<file path="src/design/align_pkg.sv">
package align_pkg;

    // Problem size
    localparam int SEQ_LEN = 8;
    localparam int IDX_W   = $clog2(SEQ_LEN + 1);   // Matrix index 0..SEQ_LEN
    localparam int POS_W   = $clog2(SEQ_LEN);       // Storage address 0..SEQ_LEN-1
    localparam int SYM_W   = 3;
    localparam int SCORE_W = 7;                     // Holds -32 .. +8 with margin

    typedef logic [SYM_W-1:0]          sym_t;
    typedef logic [2:0]                arrow_t;
    typedef logic signed [SCORE_W-1:0] score_t;
    typedef logic [IDX_W-1:0]          idx_t;

    // Nucleotide codes
    localparam sym_t SYM_A    = 3'd0;
    localparam sym_t SYM_C    = 3'd1;
    localparam sym_t SYM_G    = 3'd2;
    localparam sym_t SYM_T    = 3'd3;
    localparam sym_t SYM_DASH = 3'd7;   // Gap in the aligned output
    localparam sym_t SYM_NONE = 3'd0;   // Idle value on the pair outputs

    // One-hot traceback directions
    localparam arrow_t ARROW_DIAG = 3'b001;   // Consumes A and B
    localparam arrow_t ARROW_UP   = 3'b010;   // Consumes A, dash on B
    localparam arrow_t ARROW_LEFT = 3'b100;   // Consumes B, dash on A

    // Linear gap scoring
    localparam score_t MATCH_SCORE    = score_t'(1);
    localparam score_t MISMATCH_SCORE = score_t'(-1);
    localparam score_t GAP_SCORE      = score_t'(-2);

    typedef enum logic [1:0] {
        IDLE,
        FILL,
        TRACE,
        DONE
    } ctrl_state_t;

endpackage
</file>
<file path="src/design/trace_emit.sv">
`timescale 1ns/1ns

module trace_emit (
    input  logic              clk,
    input  logic              rst,
    input  logic              trace_en,
    input  logic              trace_first,
    input  align_pkg::arrow_t arrow,
    input  align_pkg::sym_t   sym_a,
    input  align_pkg::sym_t   sym_b,
    output logic              pair_valid,
    output align_pkg::sym_t   pair_a,
    output align_pkg::sym_t   pair_b,
    output align_pkg::score_t score
);

    always_ff @(posedge clk or posedge rst) begin
        if (rst) begin
            pair_valid <= 1'b0;
            pair_a     <= align_pkg::SYM_NONE;
            pair_b     <= align_pkg::SYM_NONE;
            score      <= '0;
        end else begin
            pair_valid <= 1'b0;
            pair_a     <= align_pkg::SYM_NONE;
            pair_b     <= align_pkg::SYM_NONE;
            if (trace_first) begin
                score <= '0;
            end else if (trace_en) begin
                // Score taken from the live symbols, same edge as the pair
                case (arrow)
                    align_pkg::ARROW_DIAG: begin
                        pair_valid <= 1'b1;
                        pair_a     <= sym_a;
                        pair_b     <= sym_b;
                        score      <= score + ((sym_a == sym_b) ? align_pkg::MATCH_SCORE
                                                                : align_pkg::MISMATCH_SCORE);
                    end
                    align_pkg::ARROW_UP: begin
                        pair_valid <= 1'b1;
                        pair_a     <= sym_a;
                        pair_b     <= align_pkg::SYM_DASH;  // Gap in B
                        score      <= score + align_pkg::GAP_SCORE;
                    end
                    align_pkg::ARROW_LEFT: begin
                        pair_valid <= 1'b1;
                        pair_a     <= align_pkg::SYM_DASH;  // Gap in A
                        pair_b     <= sym_b;
                        score      <= score + align_pkg::GAP_SCORE;
                    end
                    default: ;              // Unwritten cell, nothing emitted
                endcase
            end
        end
    end

endmodule

</file>
<file path="config.mk">
export PLATFORM = sky130hd
export DESIGN_NAME = trace_emit
export DESIGN_NICKNAME = d
export VERILOG_FILES = /design/src/design/align_pkg.sv /design/src/design/trace_emit.sv
export SDC_FILE = /design/constraint.sdc
export NUM_CORES = 1
export LEC_CHECK = 0
export ABC_AREA = 1
export ABC_CLOCK_PERIOD_IN_PS = 2340
export BUFFER_PORTS_ARGS = -buffer_cell sky130_fd_sc_hd__buf_4
export CAP_MARGIN = 15
export CORE_UTILIZATION = 51
export CTS_CLUSTER_DIAMETER = 30
export DETAILED_ROUTE_END_ITERATION = 12
export GPL_ROUTABILITY_DRIVEN = 0
export PLACE_DENSITY = 0.84
export SETUP_SLACK_MARGIN = 0.5
export SLEW_MARGIN = 40
export SYNTH_ARGS = -nofsm -noshare
export SYNTH_HDL_FRONTEND = slang
export SYNTH_SLANG_ARGS = --single-unit
</file>
<file path="constraint.sdc">
create_clock -name clk -period 2.34 [get_ports clk]
set_clock_uncertainty 0.2 [all_clocks]
set_input_delay 0.234 -clock clk [delete_from_list [all_inputs] [get_ports clk]]
set_output_delay 0.234 -clock clk [all_outputs]
set_load 0.1 [all_outputs]
</file>
**Word-level counts from Yosys, hierarchy flattened**

Index checks and enable logic that the tools add are counted.

- Register bits after elaboration: 14
- Input bits: 13
- Output and inout bits: 14
- Word-level logic and storage cells: 30

- Add/sub/neg operators: 2
- Equal/unequal tests: 4
- Multiplexer cells: 13
- Reductions and logical operators: 7

Operators with widths:

| operator | count |
|---|---|
| $mux W7 | 3 |
| $pmux W7 S2 | 1 |
| $mux W3 | 4 |
| $pmux W3 S2 | 2 |
| $add A7 B2 Y7 const B | 1 |
| $add A7 B7 Y7 | 1 |
| $reduce_or A2 Y1 | 3 |
| $eq A3 B1 Y1 const B | 1 |
| $eq A3 B2 Y1 const B | 1 |
| $eq A3 B3 Y1 | 1 |
| $eq A3 B3 Y1 const B | 1 |
| $mux W1 | 3 |
| $reduce_bool A3 Y1 | 1 |
| $reduce_or A3 Y1 | 1 |
| $reduce_and A2 Y1 | 1 |
| $reduce_bool A2 Y1 | 1 |

**Longest topological paths before layout**

Gate-level depths: netlist of run 1.

- Depth in word-level cells: 6
- Mapped depth: 14
- Mapped depth without buffers: 14

**Worst setup path before layout of run 1**

OpenSTA, ideal clock, no wires.

- Path kind: flip-flop to flip-flop
- Start point: register score[1]
- End point: register score[4]
- Setup time: 130 ps
- Arrival time: 2100 ps
- Data required time: 2010 ps
- Slack: -90 ps
- Stages on the path, launching flop included: 9
- Path buffers: 0
- Period minus slack after synthesis: 2430 ps
- Cells stage by stage: dfrtp_1 > inv_1 > fa_1 > inv_1 > a21oi_1 > nand2_1 > nand2_1 > o211ai_1 > o21ai_0

- Cells in the longest elaborated chain, start to end: 4
- Elaborated cells on any way between the ends: 5
- Classes of those cells: add/sub: 2; mux: 3

RTL lines:

| what | line | text |
|---|---|---|
| start: declaration | trace_emit.sv:14 | `output align_pkg::score_t score` |
| start signal: assignment | trace_emit.sv:36 | `score <= score + ((sym_a == sym_b) ? align_pkg::MATCH_SCORE` |
| start signal: assignment | trace_emit.sv:43 | `score <= score + align_pkg::GAP_SCORE;` |
| start signal: assignment | trace_emit.sv:49 | `score <= score + align_pkg::GAP_SCORE;` |
| $add A7 B2 Y7 or $add A7 B7 Y7 (tied branches) | trace_emit.sv:43, trace_emit.sv:49, trace_emit.sv:36 |  |
| $pmux W7 S2 (*) | trace_emit.sv:31 | `case (arrow)` |
| $mux W7 (*) | trace_emit.sv:29 | `end else if (trace_en) begin` |
| $mux W7 (*) | trace_emit.sv:27 | `if (trace_first) begin` |

Mark *: on every way between the ends. The rest lies on a longest branch, timed or not. The select of a mux whose other input is x is not followed.
A chain may end at the register's enable or synchronous reset.

**Worst setup path in the final report of run 1**

- Start point: register score[0]
- End point: register score[4]

Same word-level chain as after synthesis.

==> metrics list, run 1 <==
* Post-detailed-placement half-perimeter wirelength: 1920 µm
- The via count of the first global-routing pass is 953.
- Summing the areas of all compound-gate instances in the mapped netlist gives 11.4% of the synthesized area.
* Violation count after the first detailed-routing iteration: 29
- Synthesis inferred 14 register bits.
- The core region is 0.00180 mm².
* Layout cell share with drive strength beyond 1: 31.8%
- The share of synthesized area in the top cell type comes to 34.4%.
* Synth Area in Simple Gates: 30.5%
* Seq. cell area: 373 µm²
- In this run the number of H-tree levels came out at 1.
- Count of flip-flops with a built-in enable after synthesis: 0
- Initial core utilization: 56.5%
- Clk pin slew, worst setup/hold paths: 0.09 ns
* Worst min-delay path class: input port to flop
* Post-Synth XOR/XNOR Area: 3.44%
* Reg2Reg Setup Slack: 0.55 ns
- Pint: 0.000499 W
* CP Data Required Time: 2.30 ns
* Largest family of logic cells by synthesized area: simple AND/OR/NAND/NOR gates
- Biggest area consumer among synthesized cells: sky130_fd_sc_hd__dfrtp_1
- Counting the fill cells in the layout gives 134.
* Most frequent cell after synthesis: sky130_fd_sc_hd__nand2_1
* Final count of negative-setup-slack endpoints: 0
- In the final routed layout, each cell accounts on average for 13.1 µm.
* IR Drop Worst-Case VDD: 0.491 mV
- Share of the yosys chip area belonging to registers: 34.4%
- After synthesis, the share of flip-flops with an asynchronous set or reset is 100%.
- After synthesis, the most frequently instantiated cells are sky130_fd_sc_hd__nand2_1 (37), sky130_fd_sc_hd__inv_1 (25), sky130_fd_sc_hd__dfrtp_1 (14).
- The number of different library cells used by synthesis comes to 21.
- Most common flop cell mapped by yosys: sky130_fd_sc_hd__dfrtp_1
* Signal arrival time at the worst endpoint: 1.75 ns
- Instance area at placement: 0.00133 mm²
* Area taken by multi-input logic gates: 668 µm²
* Antenna violations before repair: 0
- Global-route wire length before repair: 4060 µm
- Measured against its own limit, the worst slew margin works out to 62.1%.
- DRC: 0
- Largest cells by area after synthesis: sky130_fd_sc_hd__dfrtp_1 (34%), sky130_fd_sc_hd__nand2_1 (14%), sky130_fd_sc_hd__inv_1 (9.2%)
- Counting stages on the worst path, the most repeated cell is sky130_fd_sc_hd__nand2_1.
- Startpoint of the most critical hold path: sym_b[0]
- Combinational logic burns 46.9% of the power.
* Clk pwr share: 20.9%
- Summed area of non-filler cells in the final layout: 0.00144 mm²
- Pin count of the biggest net entering global routing: 15
* Post-route setup TNS: 0 ns
- 0 antenna diodes ended up in the layout.
* Net Sw Frac: 43.1%
- Total Wirelength: 2590 µm
* Worst-case reg-to-reg path depth: 8
- Detail-routed via count per cell: 5.26
- Max cap viols: 0
* Total clock sinks: 14
- For this run, the top clock speed supported by timing is 560 MHz.
- Die area: 0.00218 mm²
- The number of hold violations in the final report came to 0.
- Global routing consumed, over all layers together, 26.6% of the routing resources.
* Startpoint type of the worst setup path: flop
- Multiplexer share of the synthesized area: 0%
- For this run, the post-layout net count is 195.
- Summed instance area of the synthesized netlist: 0.00102 mm²
- The startpoint identified for the worst register-to-register timing path is score[0].
- Post-route antenna net violation count: 0
* Maximum cell stage delay along the critical path: 0.46 ns
- Number of top-level pins: 27
* Post-CTS setup buffer count: 0
* Minimum clock period: 1.79 ns
* Post-Synthesis Net Count: 161
- The worst setup path is captured at a flop.
* Detailed-router iteration count before antenna repair: 4
- The root buffer cell chosen for the clock tree is sky130_fd_sc_hd__clkbuf_4.
* Number of buffers on the longest clock path: 2
- Category of the critical setup timing path: flop to flop
- Walking the worst path, the cells encountered are inv_4 > fa_2 > inv_1 > a21oi_2 > nand2_1 > nand2_1 > o211ai_1 > o21ai_0.
- Warning count from the yosys run: 0
- Setup repair after global routing left no endpoint under its margin.
- Die Span X: 46.7 µm
- Vertical die dimension: 46.7 µm
- TritonCTS built the clock tree.
- Outcome: finished, final reports clean
- Overall overflow remaining after global route: 0
- Slowest cell on the critical path: sky130_fd_sc_hd__dfrtp_4
- Origin of the worst setup path: score[0]
* Row count: 15
- Summed over all cells, the static leakage comes to 0.739 nW.
- Summing the areas of all fa, ha and maj instances in the mapped netlist gives 10.6% of the synthesized area.
- Quantity of I/O buffers inserted on ports: 26
- Endpoint of the worst hold-timing path: pair_b[0]
* Area growth syn-to-layout: 41.2%
- Total via count after detailed routing: 1041
- Final clock period utilization by the worst path: 76.3%
* Cells after synthesis: 140
* Total power per unit cell area: 611 mW/mm²
- Synthesized area divided by synthesized cell count: 7.27 µm²
* Number of stages on the worst hold path: 3
- The endpoint identified for the worst register-to-register timing path is score[4].
* Critical Path Fanout Max: 4
- Power spent charging and discharging nets: 0.000378 W
- At the pin with the least slew margin, the transition time is 0.569 ns.
* TritonCTS buffer count: 3
- Count of pins over their slew limit: 0
- Clock latency on the worst-skew pair, taken at its later pin, is 0.29 ns.
- Sequential share of power: 32.2%
[worst max-delay path by stage]
stage                    end  slack, ns  cells after the start
global route        score[4]       0.49                      8
CTS                 score[4]       0.56                     13
floorplan           score[4]       0.50                      8
global placement    score[4]       0.27                     13
detailed placement  score[4]       0.25                     13
finish              score[4]       0.55                      8
[cells by family (layout without fill, tap and decap cells)]
logic type,after synthesis,in the layout
DFF,14,14
buffers and inverters,26,59
xor gates and xnor gates,4,4
AOI/OAI and AO/OA,20,20
adders and majority gates,8,8
and+or+nand+nor,68,68
[area by class of cell]
cell class                      count  area share (%)
Clock buffer                        4            2.53
Timing Repair Buffer               29            15.7
Inverter                           26            7.14
Multi-Input combinational cell    100            46.5
Sequential cell                    14            26.0
Tap cell                           25            2.18
[placed cells by master, fill, tap and decap left out]
cell	netlist	final
sky130_fd_sc_hd__a21oi_2	0	2
sky130_fd_sc_hd__clkbuf_8	0	1
sky130_fd_sc_hd__nand4_1	4	4
sky130_fd_sc_hd__nand3b_2	1	1
sky130_fd_sc_hd__nand3_1	11	10
sky130_fd_sc_hd__dlygate4sd3_1	0	3
sky130_fd_sc_hd__nand2_1	37	35
sky130_fd_sc_hd__nor3_1	2	2
sky130_fd_sc_hd__nand3_4	0	1
sky130_fd_sc_hd__a21oi_1	11	9
sky130_fd_sc_hd__o22ai_1	2	2
sky130_fd_sc_hd__nor3b_1	1	1
sky130_fd_sc_hd__clkbuf_4	0	3
sky130_fd_sc_hd__nand2_4	1	1
sky130_fd_sc_hd__dfrtp_4	0	6
sky130_fd_sc_hd__nand2_2	0	2
sky130_fd_sc_hd__buf_4	0	26
sky130_fd_sc_hd__dfrtp_1	14	8
sky130_fd_sc_hd__xnor2_1	4	3
sky130_fd_sc_hd__o21ai_0	5	5
sky130_fd_sc_hd__nor2_1	9	9
sky130_fd_sc_hd__xnor2_4	0	1
sky130_fd_sc_hd__inv_2	1	1
sky130_fd_sc_hd__ha_4	0	4
sky130_fd_sc_hd__o21ai_4	1	1
sky130_fd_sc_hd__ha_1	7	3
sky130_fd_sc_hd__o211ai_1	1	1
sky130_fd_sc_hd__fa_2	0	1
sky130_fd_sc_hd__inv_1	25	23
sky130_fd_sc_hd__inv_4	0	2
sky130_fd_sc_hd__nor2_4	1	1
sky130_fd_sc_hd__or2_4	0	1
[power groups by stage]
stage	clock (W)	combinational (W)	sequential, W
3_5_place_dp	0	0.000388	0.000286
5_1_grt	0.000187	0.000445	0.000284
6_report	0.000183	0.000411	0.000282
2_1_floorplan	0	0.000196	0.000391
3_3_place_gp	0	0.000378	0.000286
4_1_cts	0.000182	0.000395	0.000281
[registers in the layout, indices dropped and copies added, names as in the netlist]
signal	cells
score	7
pair_a	3
pair_b	3
pair_valid	1
[critical path: cells and delay by family (launching register included)]
kind	cells	cell delay [ns]
adder cells (fa/ha/maj)	1	0.39
flip-flops	1	0.46
AND/OR/NAND/NOR	2	0.11
buffers and inverters	2	0.14
AO/OA/AOI/OAI	3	0.36
[timing repair]
| item | 4_1_cts | 5_1_grt |
|---|---|---|
| gates resized for setup | 0 | 6 |
| setup endpoints to repair | 0 | 4 |
| hold buffers | 3 | 0 |
| hold endpoints to repair | 17 | 0 |
[metal layers]
| layer | GRT usage, % | vias to the layer above | routed length (µm) |
|---|---|---|---|
| met5 | 0 | - | 0 |
| met3 | 3.53 | 5 | 153 |
| li1 | - | 519 | - |
| met2 | 48.1 | 33 | 1330 |
| met4 | 8.57 | 0 | 34 |
| met1 | 32.1 | 484 | 1070 |
[through the flow]
stage	cells	utilization, %	hold slack, ns	power, W	setup slack [ns]
after floorplan	140	-	-0.0767	0.000587	0.499
after global placement	191	74.0	0.114	0.000664	0.268
after detailed placement	191	74.0	0.120	0.000674	0.253
after CTS	198	77.7	0.0107	0.000858	0.555
after global routing	198	79.7	0.0392	0.000917	0.486
final	198	79.7	0.00423	0.000877	0.554
Power figures use the tool's default switching activity.
==> run 2: changes to the inputs <==
Settings changed: ABC_CLOCK_PERIOD_IN_PS 2340 to 1600, CORE_UTILIZATION 51 to 46, PLACE_DENSITY 0.84 to 0.8.
Clock period 2.34 ns to 1.6 ns, I/O delays scaled along.
==> metrics list, run 2 <==
- Total clock sinks: 14
- Multiplexer share of the synthesized area: 0%
- Failed at: global routing (5_1_grt)
- Synthesis produced a netlist with a net count of 161.
- Register bit total from synthesis: 14
* Quantity of I/O buffers inserted on ports: 26
- Summed instance area of the synthesized netlist: 0.00102 mm²
- Share of the yosys chip area belonging to registers: 34.4%
- Once the floorplan was initialized, standard cells occupied 50.3% of the core.
* Netlist cell types: 21
* Worst endpoint type: register input
* Warning count from the yosys run: 0
- Share of async-settable or async-resettable flops after synthesis: 100%
* Row count: 16
* H-tree depth: 1
* Biggest area consumer among synthesized cells: sky130_fd_sc_hd__dfrtp_1
* Largest cells by area after synthesis: sky130_fd_sc_hd__dfrtp_1 (34%), sky130_fd_sc_hd__nand2_1 (14%), sky130_fd_sc_hd__inv_1 (9.2%)
* Largest family of logic cells by synthesized area: simple AND/OR/NAND/NOR gates
* Post-Synth XOR/XNOR Area: 3.44%
* Most frequent cell after synthesis: sky130_fd_sc_hd__nand2_1
- Most common flop cell mapped by yosys: sky130_fd_sc_hd__dfrtp_1
* Cells after synthesis: 140
- Outcome: aborted with a tool error
* Pin count of the biggest net entering global routing: 15
- Commonest cells in the synthesized netlist: sky130_fd_sc_hd__nand2_1 (37), sky130_fd_sc_hd__inv_1 (25), sky130_fd_sc_hd__dfrtp_1 (14)
- Post-detailed-placement half-perimeter wirelength: 2210 µm
* Vertical die dimension: 49.0 µm
* Top cell type's share of synthesized area: 34.4%
- In this run the mean area of a mapped cell was 7.27 µm².
* Worst-path endpoint after global-route repair_timing: score[6]$_DFFE_PP0P_/D
- Count of flip-flops with a built-in enable after synthesis: 0
- During I/O placement, the number of pins put on the boundary was 27.
- Number of buffers on the longest clock path: 2
* First reported error: [ERROR DPL-0038] Utilization greater than 100%, impossible to legalize
* Post-placement cell count: 210
* Clock root buffer master: sky130_fd_sc_hd__clkbuf_4
* Die Span X: 49.0 µm
* Adder-cell share of the synthesized area: 10.6%
* TritonCTS buffer count: 3
- Synth Area in Simple Gates: 30.5%
- The synthesized netlist devotes 11.4% of its cell area to compound gates.
[run 2: cell counts after synthesis]
Identical to the previous run, type by type.
[run 2: repair_timing]
item                                   in CTS
endpoints found under the hold margin      18
cloned                                      0
setup buffers                               6
pin swaps                                  11
gates resized for setup                    53
hold buffers                                4
setup endpoints to repair                  27
[run 2: kinds of logic after synthesis]
kind of cell             count (synthesis)
XOR/XNOR                                 4
AO/OA/AOI/OAI                           20
adder cells (fa/ha/maj)                  8
flip-flops                              14
buffers and inverters                   26
AND/OR/NAND/NOR                         68
[run 2: stage by stage]
stage               TNS, ns  hold slack, ns  area, µm²  utilization [%]  setup slack [ns]
CTS                  -0.411          -0.248       1860             91.8            -0.105
detailed placement    -1.67          0.0570       1530             75.6            -0.349
floorplan             -1.10          -0.151       1160                -            -0.251
global placement      -1.57          0.0434       1530             75.6            -0.341
==> run 3: changes to the inputs <==
Settings changed: ABC_CLOCK_PERIOD_IN_PS 1600 to 2100, CORE_AREA set to 2 2 63 65, CORE_UTILIZATION 46 to unset, CTS_CLUSTER_DIAMETER 30 to unset, DIE_AREA set to 0 0 65 67, PLACE_DENSITY 0.8 to unset, PLACE_DENSITY_LB_ADDON set to 0.15, SETUP_SLACK_MARGIN 0.5 to unset.
Clock period 1.6 ns to 2.1 ns, I/O delays scaled along.
==> metrics list, run 3 (synthesis results as in run 1) <==
- WL/cell: 11.4 µm
- Core utilization of the finished layout: 39.4%
* Die Span X: 65 µm
- In this run the tightest slew margin relative to its limit is 62.0%.
- Most common cell after layout, fill and taps aside: sky130_fd_sc_hd__nand2_1
* Kind of capture point of the worst setup path: flop
- In this run the power density over the cells is 718 mW/mm².
- CP cell instances: buf_4 > xnor2_1 > nand3_2 > ha_1 > buf_4 > a21oi_1 > nand3_1 > nand2_1 > nand3_1 > nand2_1 > nand2_1
- For this run, the total global-route usage over all layers was measured as 13.4%.
- Counting stages on the worst path, the most repeated cell is sky130_fd_sc_hd__nand2_1.
* Commonest cells after routing, fill and taps aside: sky130_fd_sc_hd__nand2_1 (37), sky130_fd_sc_hd__buf_4 (34), sky130_fd_sc_hd__inv_1 (25), sky130_fd_sc_hd__a21oi_1 (11), sky130_fd_sc_hd__nand3_1 (10)
- Total clock sinks: 14
- The initial utilization of the core area, before any placement, comes to 28.2%.
- The largest single stage delay on the critical path is 0.35 ns.
- Post-CTS setup buffer count: 0
* Busiest grt layer: met2
- TritonCTS buffer count: 3
- For met2 alone, demand over resource in global routing was 24.2%.
- The cell sitting at the root of the clock tree is a sky130_fd_sc_hd__clkbuf_8.
- Net Sw Frac: 40.8%
* Final count of negative-setup-slack endpoints: 0
* Overall overflow remaining after global route: 0
* Final clock period utilization by the worst path: 88.1%
- In this run, the clock network consumes 26.9% of the power.
- Antenna violations before repair: 0
- The slowest stage of the critical path is the sky130_fd_sc_hd__ha_1 cell.
- By startpoint and endpoint, the worst setup path is classified as input port to flop.
- Instance area at placement: 0.00134 mm²
- Together, buffers and inverters on the worst path number 2.
- IR Drop Worst-Case VDD: 0.201 mV
- Number of top-level pins: 27
* Critical Path Fanout Max: 6
- Layout cell share with drive strength beyond 1: 28.3%
- Post-detailed-placement half-perimeter wirelength: 2100 µm
* Total Wirelength: 2600 µm
- Slew at the pin with the worst max-slew slack: 0.570 ns
- The analysis attributes to cell leakage a power of 0.767 nW.
* H-tree depth: 1
* Post-route setup slack: 0.249 ns
- The first global-routing pass estimated 4460 µm of wire.
- Row generation in the floorplan step produced 22 rows.
- Max cap viols: 0
* DRC: 0
* Combinational group share of total power: 43.0%
- Worst min-delay path class: input port to flop
* Summed area of non-filler cells in the final layout: 0.00142 mm²
- RSZ-0062 raised after global routing: no
- Minimum clock period: 1.85 ns
- STA classifies the critical path startpoint as an input port.
- Max FFs per register: 7
- Clock tree from TritonCTS: yes
- Final hold vios: 0
- In this run, the number of DRC markers left after iteration 0 of detailed routing was 22.
- Sequential share of power: 30.1%
- In this run the tool buffered the top-level ports with 26 buffer cells.
- For this run, the post-layout net count is 202.
- Post-route antenna net violation count: 0
- Critical path's top delay family: simple AND/OR/NAND/NOR gates
- For this run, global-route usage on met1 was measured as 15.7%.
- The flow ran to the end, and the final reports show no timing, DRC or antenna violations.
- After clock tree synthesis, the clock-pin slew on the worst setup and hold paths is 0.07 ns.
- Using the TritonRoute via totals, the vias-per-cell ratio works out to 4.53.
- The internal power of the cells totals 0.000603 W.
- From synthesis to final layout, the design area changed by 39.6%.
- Highest clock rate: 540 MHz
* Place WS: -0.0879 ns
- For this design the total switching power over the nets is 0.000416 W.
- Across all layers, the routed design uses 1033 vias.
- For the worst setup path, the data required time is 2.04 ns.
- Largest registers: score x7, pair_a x3, pair_b x3
- Number of buffers on the longest clock path: 2
- Power comes to 0.00102 W.
- Clock latency reported for the late side of the worst-skew pair: 0.25 ns
- Count of pins over their slew limit: 0
- The die covers 0.00436 mm².
- Hold is met by 0.0115 ns.
- Vertical die dimension: 67 µm
- Data on the critical path arrives at its endpoint at 1.79 ns.
- Core region area: 0.00361 mm²
- Number of global-route vias before repair: 1027
- Met3 demand-to-capacity share in global routing: 2.53%
* Detailed-router iteration count before antenna repair: 4
- Pin count of the biggest net entering global routing: 15
- The register with the most flip-flops in the final layout is score.
* Antenna fix cells: 0
## run 3: area by class of cell
class                   instances  area [µm²]
clock buffers                   4        55.1
fillers                       376        2190
inverters                      26        97.6
multi-input cells             100         574
flip-flops and latches         14         358
well taps                      48        60.1
repair buffers                 36         275
## run 3: path summary, 6_finish.rpt
path                                   to  slack (ns)  cells past startpoint  startpoint
worst max-delay path             score[5]        0.25                     11    sym_a[1]
worst min-delay path            pair_b[1]        0.01                      3    sym_b[1]
worst max register to register   score[5]        0.31                      8    score[4]
worst min register to register   score[5]        0.37                      2    score[5]
max in group asynchronous        score[5]        0.91                      3         rst
min in group asynchronous       pair_a[1]        0.38                      3         rst
## run 3: power by group through the flow
stage / Clock (W) / Combinational (W) / Sequential, W
5_1_grt: 0.000299 / 0.000493 / 0.000310
6_report: 0.000274 / 0.000438 / 0.000307
2_1_floorplan: 0 / 0.000200 / 0.000425
4_1_cts: 0.000282 / 0.000438 / 0.000308
3_5_place_dp: 0 / 0.000434 / 0.000313
3_3_place_gp: 0 / 0.000430 / 0.000312
## run 3: what timing repair did
item | in CTS | in global routing
setup endpoints to repair | 0 | 1
resized for setup | 0 | 1
hold endpoints to repair | 16 | 0
hold buffers | 2 | 0
## run 3: metal layers
layer  share of wire, %  wire length [µm]
met5                  0                 0
met4                2.1                55
met3                4.4               115
met2                 48              1260
met1                 45              1170
## run 3: per-stage QoR
| stage | cells | setup TNS, ns |
|---|---|---|
| floorplan | 140 | -0.00473 |
| global placement | 222 | -0.0532 |
| detailed placement | 222 | -0.159 |
| CTS | 228 | 0 |
| global route | 228 | 0 |
| finish | 228 | 0 |
## run 3: worst reg2reg max path, cell delays in order, from the launching register on
cell	delay, ns
sky130_fd_sc_hd__dfrtp_2	0.44
sky130_fd_sc_hd__ha_1	0.34
sky130_fd_sc_hd__buf_4	0.15
sky130_fd_sc_hd__a21oi_1	0.21
sky130_fd_sc_hd__nand3_1	0.10
sky130_fd_sc_hd__nand2_1	0.06
sky130_fd_sc_hd__nand3_1	0.06
sky130_fd_sc_hd__nand2_1	0.08
sky130_fd_sc_hd__nand2_1	0.04
