File: src/design/align_pkg.sv
package align_pkg;

    // Problem size
    localparam int SEQ_LEN = 8;
    localparam int IDX_W   = $clog2(SEQ_LEN + 1);   // Matrix index 0..SEQ_LEN
    localparam int POS_W   = $clog2(SEQ_LEN);       // Storage address 0..SEQ_LEN-1
    localparam int SYM_W   = 3;
    localparam int SCORE_W = 7;                     // Holds -32 .. +8 with margin

    typedef logic [SYM_W-1:0]          sym_t;
    typedef logic [2:0]                arrow_t;
    typedef logic signed [SCORE_W-1:0] score_t;
    typedef logic [IDX_W-1:0]          idx_t;

    // Nucleotide codes
    localparam sym_t SYM_A    = 3'd0;
    localparam sym_t SYM_C    = 3'd1;
    localparam sym_t SYM_G    = 3'd2;
    localparam sym_t SYM_T    = 3'd3;
    localparam sym_t SYM_DASH = 3'd7;   // Gap in the aligned output
    localparam sym_t SYM_NONE = 3'd0;   // Idle value on the pair outputs

    // One-hot traceback directions
    localparam arrow_t ARROW_DIAG = 3'b001;   // Consumes A and B
    localparam arrow_t ARROW_UP   = 3'b010;   // Consumes A, dash on B
    localparam arrow_t ARROW_LEFT = 3'b100;   // Consumes B, dash on A

    // Linear gap scoring
    localparam score_t MATCH_SCORE    = score_t'(1);
    localparam score_t MISMATCH_SCORE = score_t'(-1);
    localparam score_t GAP_SCORE      = score_t'(-2);

    typedef enum logic [1:0] {
        IDLE,
        FILL,
        TRACE,
        DONE
    } ctrl_state_t;

endpackage
File: src/design/score_fill.sv
`timescale 1ns/1ns

module score_fill (
    input  logic              clk,
    input  logic              rst,
    input  logic              fill_en,
    input  logic              fill_first,
    input  align_pkg::idx_t   row_idx,
    input  align_pkg::idx_t   col_idx,
    input  align_pkg::sym_t   sym_a,
    input  align_pkg::sym_t   sym_b,
    output align_pkg::arrow_t arrow,
    output logic              arrow_wr
);

    // Scores of the previous row, replaced cell by cell as the current row advances.
    // Entry 0 tracks the column-0 boundary of the row being filled.
    align_pkg::score_t row_buf [0:align_pkg::SEQ_LEN];
    align_pkg::score_t left_q;      // Current row, column c-1
    align_pkg::score_t diag_q;      // Previous row, column c-1

    align_pkg::score_t up_sc;
    align_pkg::score_t left_sc;
    align_pkg::score_t diag_sc;
    align_pkg::score_t sub_sc;
    align_pkg::score_t from_diag;
    align_pkg::score_t from_up;
    align_pkg::score_t from_left;
    align_pkg::score_t best;
    logic              first_col;

    assign first_col = (col_idx == align_pkg::idx_t'(1));

    // Column 1 takes its neighbours from the boundary entry
    assign up_sc   = row_buf[col_idx];
    assign diag_sc = first_col ? row_buf[0] : diag_q;
    assign left_sc = first_col ? row_buf[0] + align_pkg::GAP_SCORE : left_q;

    assign sub_sc    = (sym_a == sym_b) ? align_pkg::MATCH_SCORE : align_pkg::MISMATCH_SCORE;
    assign from_diag = diag_sc + sub_sc;
    assign from_up   = up_sc + align_pkg::GAP_SCORE;
    assign from_left = left_sc + align_pkg::GAP_SCORE;

    // Ties resolve diagonal first, then up
    always_comb begin
        if (from_diag >= from_up && from_diag >= from_left) begin
            arrow = align_pkg::ARROW_DIAG;
            best  = from_diag;
        end else if (from_up >= from_left) begin
            arrow = align_pkg::ARROW_UP;
            best  = from_up;
        end else begin
            arrow = align_pkg::ARROW_LEFT;
            best  = from_left;
        end
    end

    assign arrow_wr = fill_en;      // One cell per fill cycle

    always_ff @(posedge clk) begin
        if (fill_first) begin
            // Row 0 boundary, gap cost times column
            for (int j = 0; j <= align_pkg::SEQ_LEN; j++) begin
                row_buf[j] <= align_pkg::score_t'(int'(align_pkg::GAP_SCORE) * j);
            end
        end else if (fill_en) begin
            if (first_col) begin
                row_buf[0] <= left_sc;  // Advance boundary to this row
            end
            row_buf[col_idx] <= best;
        end
    end

    always_ff @(posedge clk or posedge rst) begin
        if (rst) begin
            left_q <= '0;
            diag_q <= '0;
        end else if (fill_en) begin
            left_q <= best;
            diag_q <= up_sc;        // Cell above becomes next diagonal
        end
    end

endmodule

File: config.mk
export PLATFORM = sky130hd
export DESIGN_NAME = score_fill
export DESIGN_NICKNAME = d
export VERILOG_FILES = /design/src/design/align_pkg.sv /design/src/design/score_fill.sv
export SDC_FILE = /design/constraint.sdc
export NUM_CORES = 1
export LEC_CHECK = 0
export ABC_AREA = 1
export BUFFER_PORTS_ARGS = -buffer_cell sky130_fd_sc_hd__buf_2
export CORE_ASPECT_RATIO = 1.1
export CORE_MARGIN = 2
export CORE_UTILIZATION = 59
export CTS_CLUSTER_DIAMETER = 50
export DETAILED_ROUTE_END_ITERATION = 7
export PLACE_DENSITY = 0.86
export SYNTH_ARGS = -nofsm -noshare
export SYNTH_HDL_FRONTEND = slang
export SYNTH_SLANG_ARGS = --single-unit
File: constraint.sdc
create_clock -name clk -period 7.8 [get_ports clk]
set_input_delay 2.34 -clock clk [delete_from_list [all_inputs] [get_ports clk]]
set_output_delay 2.34 -clock clk [all_outputs]
set_load 0.02 [all_outputs]
# Word level (Yosys, flattened, before mapping)
# Memories as Yosys holds them, arrays and structs flattened.
# Index checks and enable logic that the tools add are counted.
# word_totals
output_inout_bits	4
mem_bits_rw	63
mem_count	1
register_bits	14
word_cells	35
# op_classes
n_addsub	4
eq_ne	2
bitwise	1
reduce_logical	2
muxes	20
n_lt_le_gt_ge	3
# mem_list
memory	depth	width	read_ports	rd_clocked_by_memory_dff	wr	line	source
row_buf	9	7	2	0	9	score_fill.sv:18	align_pkg::score_t row_buf [0:align_pkg::SEQ_LEN];
# op_table
op	count
two-way mux 7 bit	7
adder 7 x 2 -> 7 bit (second input constant)	3
greater-or-equal comparator 7 bit	3
two-way mux 1 bit	10
adder 7 bit	1
OR reduction 7 bit	1
two-way mux 3 bit	2
== test 4 x 1 -> 1 bit (second input constant)	1
two-way mux 4 bit	1
== test 3 bit	1
logical AND 1 bit	1
bitwise OR 1 bit	1

# Logic depth before layout (Yosys ltp)
# Gate-level depths: netlist of the first run.
# depth
depth_word	7
mapped_depth	32
mapped_depth_nobuf	29

# Least setup slack after synthesis of the first run
# No wires, ideal clock.
# synth_timing
path_type	input-to-output
start	input col_idx[1]
end	output arrow[2]
slack_ns	0.124
n_path_buf	2
cell_stages	23
arrival_time_ns	5.336
path_cell_list	buf_4 > nor2_2 > nand2_2 > clkbuf_1 > nand2_1 > o21ai_0 > ha_1 > nand2_1 > nor2_1 > a211oi_1 > nand2_1 > xnor2_1 > ha_1 > a21oi_1 > o21a_1 > nand2_1 > nand2_1 > nand3_1 > nand2_1 > inv_1 > nand2_4 > inv_2 > a21oi_1
# synth_via
elab_chain_len	6
word_cells_on_any_way	13
classes_between	add/sub (3); order compare (3); eq/ne (1); mux (4); reduce/logical (1); memory (1)
# synth_rtl
item	line	source
from (decl)	score_fill.sv:9	input align_pkg::idx_t col_idx,
branches (longest 5 deep; another with memory (9 x 7 bit))	--	
two-way mux 3 bit (*)	score_fill.sv:46	if (from_diag >= from_up && from_diag >= from_left) begin
to (decl)	score_fill.sv:12	output align_pkg::arrow_t arrow,
# Every way passes the cells marked *.

# Worst setup path after layout of the first run
# layout_timing
start	input col_idx[3]
end	output arrow[2]
# The elaborated chain is that of the path after synthesis.

==> metrics.md, run 1 <==
| Metric | Value |
|---|---|
| Class of the tightest hold or removal check | reg -> reg |
| Highest net fanout along the worst path | 6 |
| Number of nets produced by synthesis | 864 |
| Row count | 42 |
| Total number of H-tree levels | 4 |
| Iter 0 DRT Violations | 898 |
| Die area | 0.01323 mm² |
| WL/cell | 18.74 µm |
| VDD IR-drop max | 0.5062 mV |
| Leading register cell type out of synthesis | edfxtp_1 |
| Psw | 1.497 mW |
| Most numerous cell in the Yosys netlist | nand2_1 |
| Std-Cell Core Area | 0.01203 mm² |
| Starting utilization of the core area | 60.41% |
| Post-detailed-placement half-perimeter wirelength | 13.32 mm |
| Hold violation total from the final report | 0 |
| Timing startpoint of the critical path | col_idx[3] |
| Overall power after layout | 3.439 mW |
| Area occupied by registers | 0.003714 mm² |
| Routed via count | 6253 |
| Portion of synthesized cell area occupied by the leading cell type | 46.27% |
| CTS sink cnt | 126 |
| Number of enable flip-flop cells after synthesis | 112 |
| Cell Area, Synth | 0.007269 mm² |
| Max-capacitance violation count | 0 |
| Portion of the clock cycle consumed by the worst path in the final layout | 98.16% |
| GRT overflow | 0 |
| Final routed DRC violation total | 0 |
| Design area | 0.008673 mm² |
| Source of the worst hold timing path | left_q[0] |
| Maximum count of clock buffers along a single path | 2 |
| Async SR Flop Fraction | 11.11% |
| Status | completed |
| Cell taking the most area after synthesis | edfxtp_1 |
| Cell count after synthesis | 818 |
| Final net count | 945 |
| Register clock-pin slew on the reported worst setup and hold paths | 0.05 ns |
| Upper clock frequency limit | 0.1306 GHz |
| Antenna viol nets, final | 0 |
| Endpoint type of the worst setup path | output pin |
| Avg Synthesized Cell Area | 8.887 µm² |
| Power share of the combinational group | 49.7% |
| Clock period minus worst slack | 7.656 ns |
| Tightest slew margin relative to the limit | 22.92% |
| Share of the yosys chip area belonging to registers | 51.08% |
| Hold slack final | 0.4793 ns |
| Cts-stage hold buffer count | 0 |
| Power density over the cells | 396.5 mW/mm² |
| Vias in the first global route | 6016 |
| Static leakage power | 3.904 nW |
| Number of endpoints failing setup at the final stage | 0 |
| Post-Route Setup TNS | 0 ns |
| Fraction of final layout cells sized beyond drive strength 1 | 19.98% |
| Clock tree from TritonCTS | yes |
| Clock Power Share | 22.2% |
| First-pass GRT wire length | 30.06 mm |
| Final slew viol count | 0 |
| Horizontal extent of the die | 109.8 µm |
| Beginning of the worst register-to-register path | row_buf[0][3] |
| Global-route usage over all layers | 31.02% |
| Total area of multi-input combinational cells | 0.003212 mm² |
| Detailed-router iteration count before antenna repair | 6 |
| PortBufs | 17 |
| Total wirelength of the detailed-routed design | 19.96 mm |
| Layout overhead on the synthesized area | 19.31% |
| Filler instances | 840 |
| Average via count per standard cell | 5.871 |
| Number of distinct standard cells referenced by the synthesized netlist | 40 |
| Cell area after placement | 0.007815 mm² |
| Io pins | 22 |
| Largest net degree at the start of global routing | 30 |
| Cell internal power dissipation | 1.942 mW |
| Register bit total from synthesis | 126 |
| Crit path kind | in -> out |
| Switching portion of total power | 43.52% |
| Arrival time reported for the critical path endpoint | 5.32 ns |
| Initial antenna violation count | 0 |
| Register share of total power | 28.2% |
| Vertical extent of the die | 120.4 µm |
| Final core utilization | 72.07% |
| CTS buffer count | 17 |
| Least-Margin Pin Slew | 1.144 ns |
| Most frequent cells after synthesis | nand2_1, edfxtp_1, inv_1 |
| Final setup skew | 0.007669 ns |
| Final RePlAce weighted congestion | 0.9295 |
| Root buffer cell | clkbuf_16 |
| Type of origin of the critical path | input port |
| Number of synthesis warnings | 0 |
| Data required time at the worst endpoint | 5.46 ns |
| Number of inserted diodes | 0 |
| Clock latency at the later pin of the worst-skew pair | 0.42 ns |
| Cells taking the most area after synthesis | edfxtp_1, nand2_1, dfrtp_1, ha_1, inv_1 |
==> metrics by stage <==
step                      instances  worst slack, ns
after floorplan                 818           0.1245
after global placement         1020        -0.006374
after detailed placement       1020         -0.05177
after CTS                      1054          0.01704
after global routing           1065         -0.06786
final                          1065           0.1435
==> flip-flops by register name (all words and copies together) (netlist names) <==
| signal | flops |
|---|---|
| left_q | 7 |
| row_buf | 112 |
| diag_q | 7 |
==> final timing paths <==
check                      depth (start not counted)  slack, ns       endpoint
max in group asynchronous                          2       5.51      left_q[6]
min reg2reg                                        2       0.48      left_q[0]
max reg2reg                                       22       3.47  row_buf[0][0]
max                                               25       0.14       arrow[2]
min                                                2       0.48      left_q[0]
min in group asynchronous                          2       1.94      diag_q[6]
==> cells in the final DEF (no fill, tap or decap), types with 5 or more instances in the layout <==
| master | n |
|---|---|
| a21oi_1 | 5 |
| a22oi_1 | 16 |
| buf_2 | 11 |
| buf_4 | 61 |
| buf_6 | 9 |
| clkbuf_16 | 17 |
| dfrtp_1 | 14 |
| edfxtp_1 | 112 |
| ha_1 | 25 |
| inv_1 | 70 |
| inv_2 | 5 |
| nand2_1 | 335 |
| nand2_2 | 9 |
| nand2_4 | 7 |
| nand3_1 | 30 |
| nand3_2 | 12 |
| nand4_1 | 39 |
| nor2_1 | 35 |
| nor2_2 | 5 |
| nor2_4 | 7 |
| o21ai_0 | 16 |
| xnor2_1 | 6 |
==> what timing repair did <==
item	4_1_cts	5_1_grt
setup endpoints to repair	3	3
gates resized for setup	3	59
pin swaps	1	18
gates cloned	0	0
setup buffers	3	11
==> critical path, cell delays in order <==
cell	delay [ns]
buf_8	0.11
nor2_4	0.14
nand2_4	0.10
buf_6	0.15
buf_6	0.11
nand2_2	0.05
o21ai_2	0.05
ha_2	0.19
a21oi_2	0.14
nor2_1	0.06
a211oi_1	0.20
nand2_1	0.12
xnor2_2	0.32
ha_4	0.27
a21oi_2	0.14
o21a_1	0.13
nand2_1	0.04
nand2_1	0.06
nand3_1	0.07
nand2_1	0.08
inv_2	0.04
nand2_4	0.06
inv_4	0.05
a21oi_4	0.12
buf_6	0.13
==> metal layers <==
layer	part of all wire [%]	vias up	GRT usage [%]
li1	-	2895	-
met1	36	2939	36.55
met2	51	337	53.45
met3	7.9	82	5.553
met4	4.3	0	15.90
met5	0	-	0
==> power by group through the flow <==
stage	sequential (mW)	combinational [mW]	clock, mW
after floorplan	0.969	1.06	0
after global placement	0.977	1.52	0
after detailed placement	0.979	1.56	0
after CTS	0.967	1.58	0.752
after global routing	0.973	1.83	0.786
final	0.968	1.71	0.763
==> logic make-up (layout without fill, tap and decap cells) <==
kind of cell	after synthesis	in the layout	synth area share (%)
AO/OA/AOI/OAI	57	57	4.871
XOR/XNOR	14	14	1.790
adder cells (fa/ha/maj)	28	28	4.923
buffers and inverters	102	195	6.317
flip-flops	126	126	51.08
AND/OR/NAND/NOR	491	491	31.02
==> cell type report <==
type	instances	share of cell area, %
inverter	79	3.563
clock buffer	21	5.078
timing repair buffer	85	7.891
tap	154	2.222
multi-input combinational	590	37.03
clock inverter	10	1.399
sequential	126	42.82
No activity file was read; power rests on OpenSTA's default activity.
==> inputs of run 2 (changes only) <==
--- a/config.mk
+++ b/config.mk
@@ -5,7 +5,7 @@
 export SDC_FILE = /design/constraint.sdc
 export NUM_CORES = 1
 export LEC_CHECK = 0
-export ABC_AREA = 1
+export ABC_AREA = 0
 export BUFFER_PORTS_ARGS = -buffer_cell sky130_fd_sc_hd__buf_2
 export CORE_ASPECT_RATIO = 1.1
 export CORE_MARGIN = 2
==> metrics.md, run 2 <==
| Metric | Value |
|---|---|
| Maximum count of clock buffers along a single path | 2 (unchanged) |
| Std-Cell Core Area | 0.01154 mm² (was 0.01203 mm²) |
| Cell count after synthesis | 576 (was 818) |
| Number of endpoints failing setup at the final stage | 3 (was 0) |
| Dpl ws | -0.7461 ns (was -0.05177 ns) |
| Area occupied by registers | 0.003714 mm² (unchanged) |
| Row count | 41 (was 42) |
| Top reg by flops | row_buf (unchanged) |
| Filler instances | 613 (was 840) |
| Routed via count | 5920 (was 6253) |
| Starting utilization of the core area | 61.12% (was 60.41%) |
| Post-Route Setup TNS | -0.6624 ns (was 0 ns) |
| Initial antenna violation count | 1 (was 0) |
| Cell Area, Synth | 0.007054 mm² (was 0.007269 mm²) |
| Register clock-pin slew on the reported worst setup and hold paths | 0.05 ns (about the same) |
| Post-detailed-placement half-perimeter wirelength | 14.09 mm (was 13.32 mm) |
| Combined buffer and inverter count along the critical path | 6 (unchanged) |
| Setup slack after layout | -0.2387 ns (was 0.1435 ns) |
| Fraction of final layout cells sized beyond drive strength 1 | 37.96% (was 19.98%) |
| Share of the yosys chip area belonging to registers | 52.64% (was 51.08%) |
| Static leakage power | 3.376 nW (was 3.904 nW) |
| Number of inserted diodes | 0 (unchanged) |
| Avg Synthesized Cell Area | 12.25 µm² (was 8.887 µm²) |
| Slowest-stage cell, CP | nor4b_4 (was xnor2_2) |
| Register bit total from synthesis | 126 (unchanged) |
| Final routed DRC violation total | 0 (unchanged) |
| Tightest slew margin relative to the limit | 15.45% (was 22.92%) |
| Final core utilization | 78.41% (was 72.07%) |
| Cell family with most CP delay | compound AO/OA/AOI/OAI gates (was simple AND/OR/NAND/NOR gates) |
| Global-route usage over all layers | 36.52% (was 31.02%) |
| Most frequent cells after synthesis | edfxtp_1, nand2_1, nor2_1 (was nand2_1, edfxtp_1, inv_1) |
| Number of nets produced by synthesis | 622 (was 864) |
| Final setup skew | 0.01587 ns (was 0.007669 ns) |
| Clock period minus worst slack | 8.039 ns (was 7.656 ns) |
| Total area of multi-input combinational cells | 0.003383 mm² (was 0.003212 mm²) |
| Portion of the clock cycle consumed by the worst path in the final layout | 103.1% (was 98.16%) |
| VDD IR-drop max | 0.4038 mV (was 0.5062 mV) |
| Clock tree from TritonCTS | yes (unchanged) |
| Iter 0 DRT Violations | 850 (was 898) |
| Layout overhead on the synthesized area | 28.29% (was 19.31%) |
| Data required time at the worst endpoint | 5.46 ns (about the same) |
| Power density over the cells | 402.1 mW/mm² (was 396.5 mW/mm²) |
| WL/cell | 26.43 µm (was 18.74 µm) |
| Max-capacitance violation count | 0 (unchanged) |
| Critical path's largest stage delay | 0.36 ns (was 0.32 ns) |
| CTS sink cnt | 126 (unchanged) |
| Hold violation total from the final report | 0 (unchanged) |
| Endpoint type of the worst setup path | output pin (unchanged) |
| Status | finished with violations (was completed) |
| Number of distinct standard cells referenced by the synthesized netlist | 65 (was 40) |
| Setup repair after global routing missed its margin | yes |
| Final RePlAce weighted congestion | 0.9418 (was 0.9295) |
| Total wirelength of the detailed-routed design | 22.83 mm (was 19.96 mm) |
| Class of the tightest hold or removal check | reg -> reg (unchanged) |
| Die area | 0.01285 mm² (was 0.01323 mm²) |
| Upper clock frequency limit | 0.1244 GHz (was 0.1306 GHz) |
| Io pins | 22 (unchanged) |
| Root buffer cell | clkbuf_16 (unchanged) |
| First-pass GRT wire length | 33.77 mm (was 30.06 mm) |
| Vertical extent of the die | 118.7 µm (was 120.4 µm) |
| Least-Margin Pin Slew | 1.258 ns (was 1.144 ns) |
| Clock latency at the later pin of the worst-skew pair | 0.42 ns (about the same) |
| CTS buffer count | 17 (unchanged) |
| Detailed-router iteration count before antenna repair | 6 (unchanged) |
| Highest net fanout along the worst path | 6 (unchanged) |
| Biggest regs | row_buf x112, diag_q x7, left_q x7 (unchanged) |
| Most common library cell in the layout ignoring fill and taps | edfxtp_1 (was nand2_1) |
| Antenna viol nets, final | 0 (unchanged) |
| GRT overflow | 0 (unchanged) |
| Total number of H-tree levels | 4 (unchanged) |
| Highest-count cells in the layout ignoring fill and taps | edfxtp_1, buf_4, nand2_1 (was nand2_1, edfxtp_1, inv_1) |
| Leading register cell type out of synthesis | edfxtp_1 (unchanged) |
| Number of enable flip-flop cells after synthesis | 112 (unchanged) |
| Largest net degree at the start of global routing | 19 (was 30) |
| Design area | 0.009050 mm² (was 0.008673 mm²) |
| Async SR Flop Fraction | 11.11% (unchanged) |
| Number of synthesis warnings | 0 (unchanged) |
| Horizontal extent of the die | 108.3 µm (was 109.8 µm) |
| Portion of synthesized cell area occupied by the leading cell type | 47.68% (was 46.27%) |
| Cell taking the most area after synthesis | edfxtp_1 (unchanged) |
| Most numerous cell in the Yosys netlist | edfxtp_1 (was nand2_1) |
| Final net count | 749 (was 945) |
| Failing checks | setup timing |
| Average via count per standard cell | 6.852 (was 5.871) |
| Arrival time reported for the critical path endpoint | 5.70 ns (was 5.32 ns) |
| Crit path kind | in -> out (unchanged) |
| Cell area after placement | 0.007929 mm² (was 0.007815 mm²) |
| Type of origin of the critical path | input port (unchanged) |
| Number of flip-flops in the largest register | 112 (unchanged) |
| PortBufs | 17 (unchanged) |
| Cells taking the most area after synthesis | edfxtp_1, mux4_2, dfrtp_1, ha_1, nand2_1 (was edfxtp_1, nand2_1, dfrtp_1, ha_1, inv_1) |
| Vias in the first global route | 6070 (was 6016) |
| Final slew viol count | 0 (unchanged) |
| Critical Path, Cell by Cell | buf_12 -> buf_8 -> nor4b_4 -> mux2i_2 -> inv_2 -> ha_4 -> buf_6 -> a21oi_4 -> a31oi_2 -> xnor2_1 -> ha_1 -> nor2b_4 -> and4b_1 -> a311oi_2 -> o21a_1 -> buf_12 -> a21oi_4 -> buf_6 |
[run 2: layout make-up]
type	instances	share of cell area, %
inverter	26	1.078
multi-input combinational	397	37.38
clock buffer	21	4.867
sequential	126	41.03
timing repair buffer	135	12.76
tap	150	2.074
clock inverter	9	0.8019
[run 2: path summary, 6_finish.rpt]
path	startpoint	to	slack [ns]	cells after the start
max in group asynchronous	rst	left_q[0]	5.48	2
worst min-delay path	diag_q[1]	diag_q[1]	0.52	1
worst max register to register	row_buf[0][1]	row_buf[9][1]	2.85	19
worst max-delay path	col_idx[1]	arrow[2]	-0.24	18
min in group asynchronous	rst	left_q[6]	1.95	2
worst min register to register	diag_q[1]	diag_q[1]	0.52	1
[run 2: report_power, final]
group          total [mW]  switching [mW]  internal, mW
logic                1.95            1.21         0.741
registers           0.973          0.0339         0.939
clock network       0.711           0.282         0.429
[run 2: repair_timing]
action	in CTS	in global routing
hold buffers	0	0
gates cloned	3	0
setup buffers	13	7
pin swaps	27	25
endpoints found under the setup margin	3	3
gates resized for setup	68	29
[run 2: kinds of logic (layout without fill, tap and decap cells)]
| logic type | Yosys count | count (layout) | synth area share [%] |
|---|---|---|---|
| buffers and inverters | 54 | 191 | 4.115 |
| DFF | 126 | 126 | 52.64 |
| adders and majority gates | 28 | 28 | 5.073 |
| muxes | 59 | 59 | 13.30 |
| AOI/OAI and AO/OA | 85 | 85 | 8.726 |
| and+or+nand+nor | 204 | 205 | 13.66 |
| xor gates and xnor gates | 20 | 20 | 2.483 |
[run 2: stage by stage]
step	power (mW)	cells	hold slack (ns)
after floorplan	2.041	576	0.4516
after global placement	2.568	811	0.4736
after detailed placement	2.644	811	0.4787
after CTS	3.465	857	0.4938
after global routing	3.777	864	0.5398
final	3.639	864	0.5226
[run 2: worst register-to-register path, stage by stage, from the launching register on]
cell and delay [ns]:
edfxtp_1 0.52, mux4_2 0.54, a22oi_2 0.20, nand2_1 0.11, buf_4 0.17, inv_1 0.12, ha_4 0.16, inv_1 0.06
a2111o_1 0.33, and2_4 0.17, ha_4 0.26, o2111ai_1 0.08, a21oi_1 0.14, a211oi_1 0.06, a31oi_1 0.19, o21a_1 0.21
buf_12 0.13, buf_4 0.27, o31a_1 0.58, inv_1 0.31
[run 2: per-layer routing]
layer	GRT usage, %	wire length (µm)	part of all wire (%)	up-vias
met5	0	0	0	-
met4	24.76	1966	8.6	0
li1	-	-	-	2403
met1	40.96	7386	32	2831
met3	9.928	2256	9.9	192
met2	60.02	11220	49	494
==> inputs of run 3 (changes only) <==
--- a/config.mk
+++ b/config.mk
@@ -9,10 +9,10 @@
 export BUFFER_PORTS_ARGS = -buffer_cell sky130_fd_sc_hd__buf_2
 export CORE_ASPECT_RATIO = 1.1
 export CORE_MARGIN = 2
-export CORE_UTILIZATION = 59
+export CORE_UTILIZATION = 40
 export CTS_CLUSTER_DIAMETER = 50
 export DETAILED_ROUTE_END_ITERATION = 7
-export PLACE_DENSITY = 0.86
+export PLACE_DENSITY = 0.65
 export SYNTH_ARGS = -nofsm -noshare
 export SYNTH_HDL_FRONTEND = slang
 export SYNTH_SLANG_ARGS = --single-unit
==> constraint.sdc (replaced) <==
create_clock -name clk -period 9.1 [get_ports clk]
set_input_delay 2.73 -clock clk [delete_from_list [all_inputs] [get_ports clk]]
set_output_delay 2.73 -clock clk [all_outputs]
set_load 0.05 [all_outputs]
==> metrics.md, run 3 (synthesis results as in run 2) <==
| Metric | Value |
|---|---|
| Status | completed (was finished with violations) |
| Final net count | 705 (was 749) |
| Clock period minus worst slack | 9.010 ns |
| Register clock-pin slew on the reported worst setup and hold paths | 0.06 ns (was 0.05 ns) |
| Overall power after layout | 3.042 mW (was 3.639 mW) |
| Detailed-router iteration count before antenna repair | 5 (was 6) |
| Std-Cell Core Area | 0.01714 mm² (was 0.01154 mm²) |
| Most common library cell in the layout ignoring fill and taps | edfxtp_1 (unchanged) |
| Register-to-register setup slack | 3.77 ns (was 2.85 ns) |
| Upper clock frequency limit | 0.1110 GHz |
| Setup slack after layout | 0.09023 ns (was -0.2387 ns) |
| Total area of multi-input combinational cells | 0.003143 mm² (was 0.003383 mm²) |
| Row count | 50 (was 41) |
| Source of the worst hold timing path | left_q[6] (was diag_q[1]) |
| Post-detailed-placement half-perimeter wirelength | 13.65 mm (was 14.09 mm) |
| CTS sink cnt | 126 (unchanged) |
| Vias in the first global route | 5131 (was 6070) |
| Tightest slew margin relative to the limit | 51.39% (was 15.45%) |
| Portion of the clock cycle consumed by the worst path in the final layout | 99.01% |
| Hold violation total from the final report | 0 (unchanged) |
| Dpl ws | -0.5480 ns (was -0.7461 ns) |
| Crit path kind | in -> out (unchanged) |
| Antenna viol nets, final | 0 (unchanged) |
| Cell family with most CP delay | compound AO/OA/AOI/OAI gates (unchanged) |
| Largest net degree at the start of global routing | 20 (was 19) |
| Critical path's largest stage delay | 0.38 ns (was 0.36 ns) |
| Number of cell instances on the worst register-to-register path | 21 (was 19) |
| Arrival time reported for the critical path endpoint | 6.28 ns (was 5.70 ns) |
| R2R Path End | row_buf[2][2] (was row_buf[9][1]) |
| Hold Path Stages | 2 (was 1) |
| Starting utilization of the core area | 41.15% (was 61.12%) |
| Area occupied by registers | 0.003714 mm² (unchanged) |
| Global-route met1 utilization | 26.11% (was 40.96%) |
| Number of inserted diodes | 0 (unchanged) |
| Top reg by flops | row_buf (unchanged) |
| VDD IR-drop max | 0.2380 mV (was 0.4038 mV) |
| Global-route usage over all layers | 21.19% (was 36.52%) |
| Routed via count | 5051 (was 5920) |
| Final RePlAce weighted congestion | 0.9336 (was 0.9418) |
| Io pins | 22 (unchanged) |
| Static leakage power | 3.110 nW (was 3.376 nW) |
| Filler instances | 1555 (was 613) |
| Clock latency at the later pin of the worst-skew pair | 0.42 ns (about the same) |
| Root buffer cell | clkbuf_16 (unchanged) |
| Total wirelength of the detailed-routed design | 18.83 mm (was 22.83 mm) |
| Vertical extent of the die | 143.3 µm (was 118.7 µm) |
| Number of endpoints failing setup at the final stage | 0 (was 3) |
| Power density over the cells | 356.9 mW/mm² (was 402.1 mW/mm²) |
| Highest-count cells in the layout ignoring fill and taps | edfxtp_1, nand2_1, buf_4 (was edfxtp_1, buf_4, nand2_1) |
| Number of flip-flops in the largest register | 112 (unchanged) |
| Final setup skew | 0.01235 ns (was 0.01587 ns) |
| Slowest-stage cell, CP | or3_1 (was nor4b_4) |
| Clock tree from TritonCTS | yes (unchanged) |
| Max-capacitance violation count | 0 (unchanged) |
| Cts-stage hold buffer count | 0 (unchanged) |
| Biggest regs | row_buf x112, diag_q x7, left_q x7 (unchanged) |
| Combined buffer and inverter count along the critical path | 4 (was 6) |
| Met2 track utilization from global routing | 35.25% (was 60.02%) |
| Final routed DRC violation total | 0 (unchanged) |
| Count of placed standard cells in the final layout, fillers left out | 906 (was 864) |
| Design area | 0.008526 mm² (was 0.009050 mm²) |
| Total number of H-tree levels | 4 (unchanged) |
| Hold slack final | 0.4852 ns (was 0.5226 ns) |
| CTS buffer count | 17 (unchanged) |
| Average via count per standard cell | 5.575 (was 6.852) |
| Critical Path, Cell by Cell | buf_2 -> buf_4 -> nor4b_4 -> mux2i_2 -> inv_1 -> ha_1 -> or3_1 -> o21ai_1 -> o21a_1 -> nor2_2 -> ha_1 -> o2111ai_1 -> a21oi_2 -> a211oi_2 -> a31oi_1 -> o21a_2 -> nor2_4 -> buf_6 (was buf_12 -> buf_8 -> nor4b_4 -> mux2i_2 -> inv_2 -> ha_4 -> buf_6 -> a21oi_4 -> a31oi_2 -> xnor2_1 -> ha_1 -> nor2b_4 -> and4b_1 -> a311oi_2 -> o21a_1 -> buf_12 -> a21oi_4 -> buf_6) |
| Final slew viol count | 0 (unchanged) |
| Horizontal extent of the die | 130.6 µm (was 108.3 µm) |
| Most Frequent Cell on Critical Path | ha_1 |
| Initial antenna violation count | 0 (was 1) |
| Layout overhead on the synthesized area | 20.86% (was 28.29%) |
| Maximum count of clock buffers along a single path | 2 (unchanged) |
| Type of origin of the critical path | input port (unchanged) |
| Number of instances in the placed design | 870 (was 811) |
| Highest net fanout along the worst path | 5 (was 6) |
| Global routing met3 resource utilization | 4.346% (was 9.928%) |
| Die area | 0.01872 mm² (was 0.01285 mm²) |
| Least-Margin Pin Slew | 0.7257 ns (was 1.258 ns) |
| Class of the tightest hold or removal check | reg -> reg (unchanged) |
| GRT overflow | 0 (unchanged) |
| Hold endpoint | left_q[6] (was diag_q[1]) |
| Beginning of the worst register-to-register path | row_buf[0][1] (unchanged) |
| Endpoint type of the worst setup path | output pin (unchanged) |
| WL/cell | 20.79 µm (was 26.43 µm) |
| Fraction of final layout cells sized beyond drive strength 1 | 29.32% (was 37.96%) |
| First-pass GRT wire length | 28.99 mm (was 33.77 mm) |
| Cell area after placement | 0.007804 mm² (was 0.007929 mm²) |
| Data required time at the worst endpoint | 6.37 ns (was 5.46 ns) |
| Layer with the highest usage after global routing | met2 (unchanged) |
| Iter 0 DRT Violations | 538 (was 850) |
| PortBufs | 17 (unchanged) |
## run 3: changes by cell type in the layout (fill, tap and decap cells not counted), sizes merged
cell / before / now
clkbuf: 21 / 20
buf: 135 / 92
clkinvlp: 1 / 2
bufinv: 1 / 3
or4b: 2 / 1
## run 3: worst max-delay path by stage
stage / start / to / slack (ns) / cells after the start
2_1_floorplan: col_idx[0] / arrow[2] / -0.01 / 19
3_3_place_gp: col_idx[0] / arrow[2] / -0.39 / 16
3_5_place_dp: col_idx[0] / arrow[2] / -0.55 / 16
4_1_cts: col_idx[0] / arrow[1] / 0.006 / 17
5_1_grt: col_idx[1] / arrow[1] / -0.07 / 18
6_report: col_idx[1] / arrow[1] / 0.09 / 18
## run 3: final cells by class
class                      instances  share of cell area, %
sequential                       126                  43.56
clock buffer                      20                  5.122
inverter                          26                  1.145
tap                              234                  3.434
multi-input combinational        396                  36.87
timing repair buffer              92                  8.174
clock inverter                    12                  1.702
## run 3: what timing repair did
item,CTS,global route
resized for setup,16,20
pin swaps,0,4
setup buffers,1,3
cloned,0,0
setup endpoints to repair,3,3
## run 3: worst min-delay path: stages, from the launching register on
cell and delay [ns]:
dfrtp_1 0.34, nand2_1 0.06, o21ai_2 0.05
## run 3: routing by layer
| layer | vias to the layer above | routed length (µm) |
|---|---|---|
| li1 | 2300 | - |
| met1 | 2502 | 7482 |
| met2 | 193 | 9221 |
| met3 | 56 | 1243 |
| met4 | 0 | 886 |
| met5 | - | 0 |
## run 3: power breakdown
group / leakage, nW / internal, mW / switching, mW
Clock: 0.279 / 0.427 / 0.241
Sequential: 1.13 / 0.805 / 0.0230
Combinational: 1.70 / 0.524 / 1.02
Total: 3.11 / 1.76 / 1.29
## run 3: metrics by stage
stage | utilization, % | TNS (ns)
floorplan | - | -0.01270
global placement | 45.53 | -1.053
detailed placement | 45.53 | -1.480
CTS | 49.17 | 0
global route | 49.74 | -0.1771
finish | 49.74 | 0
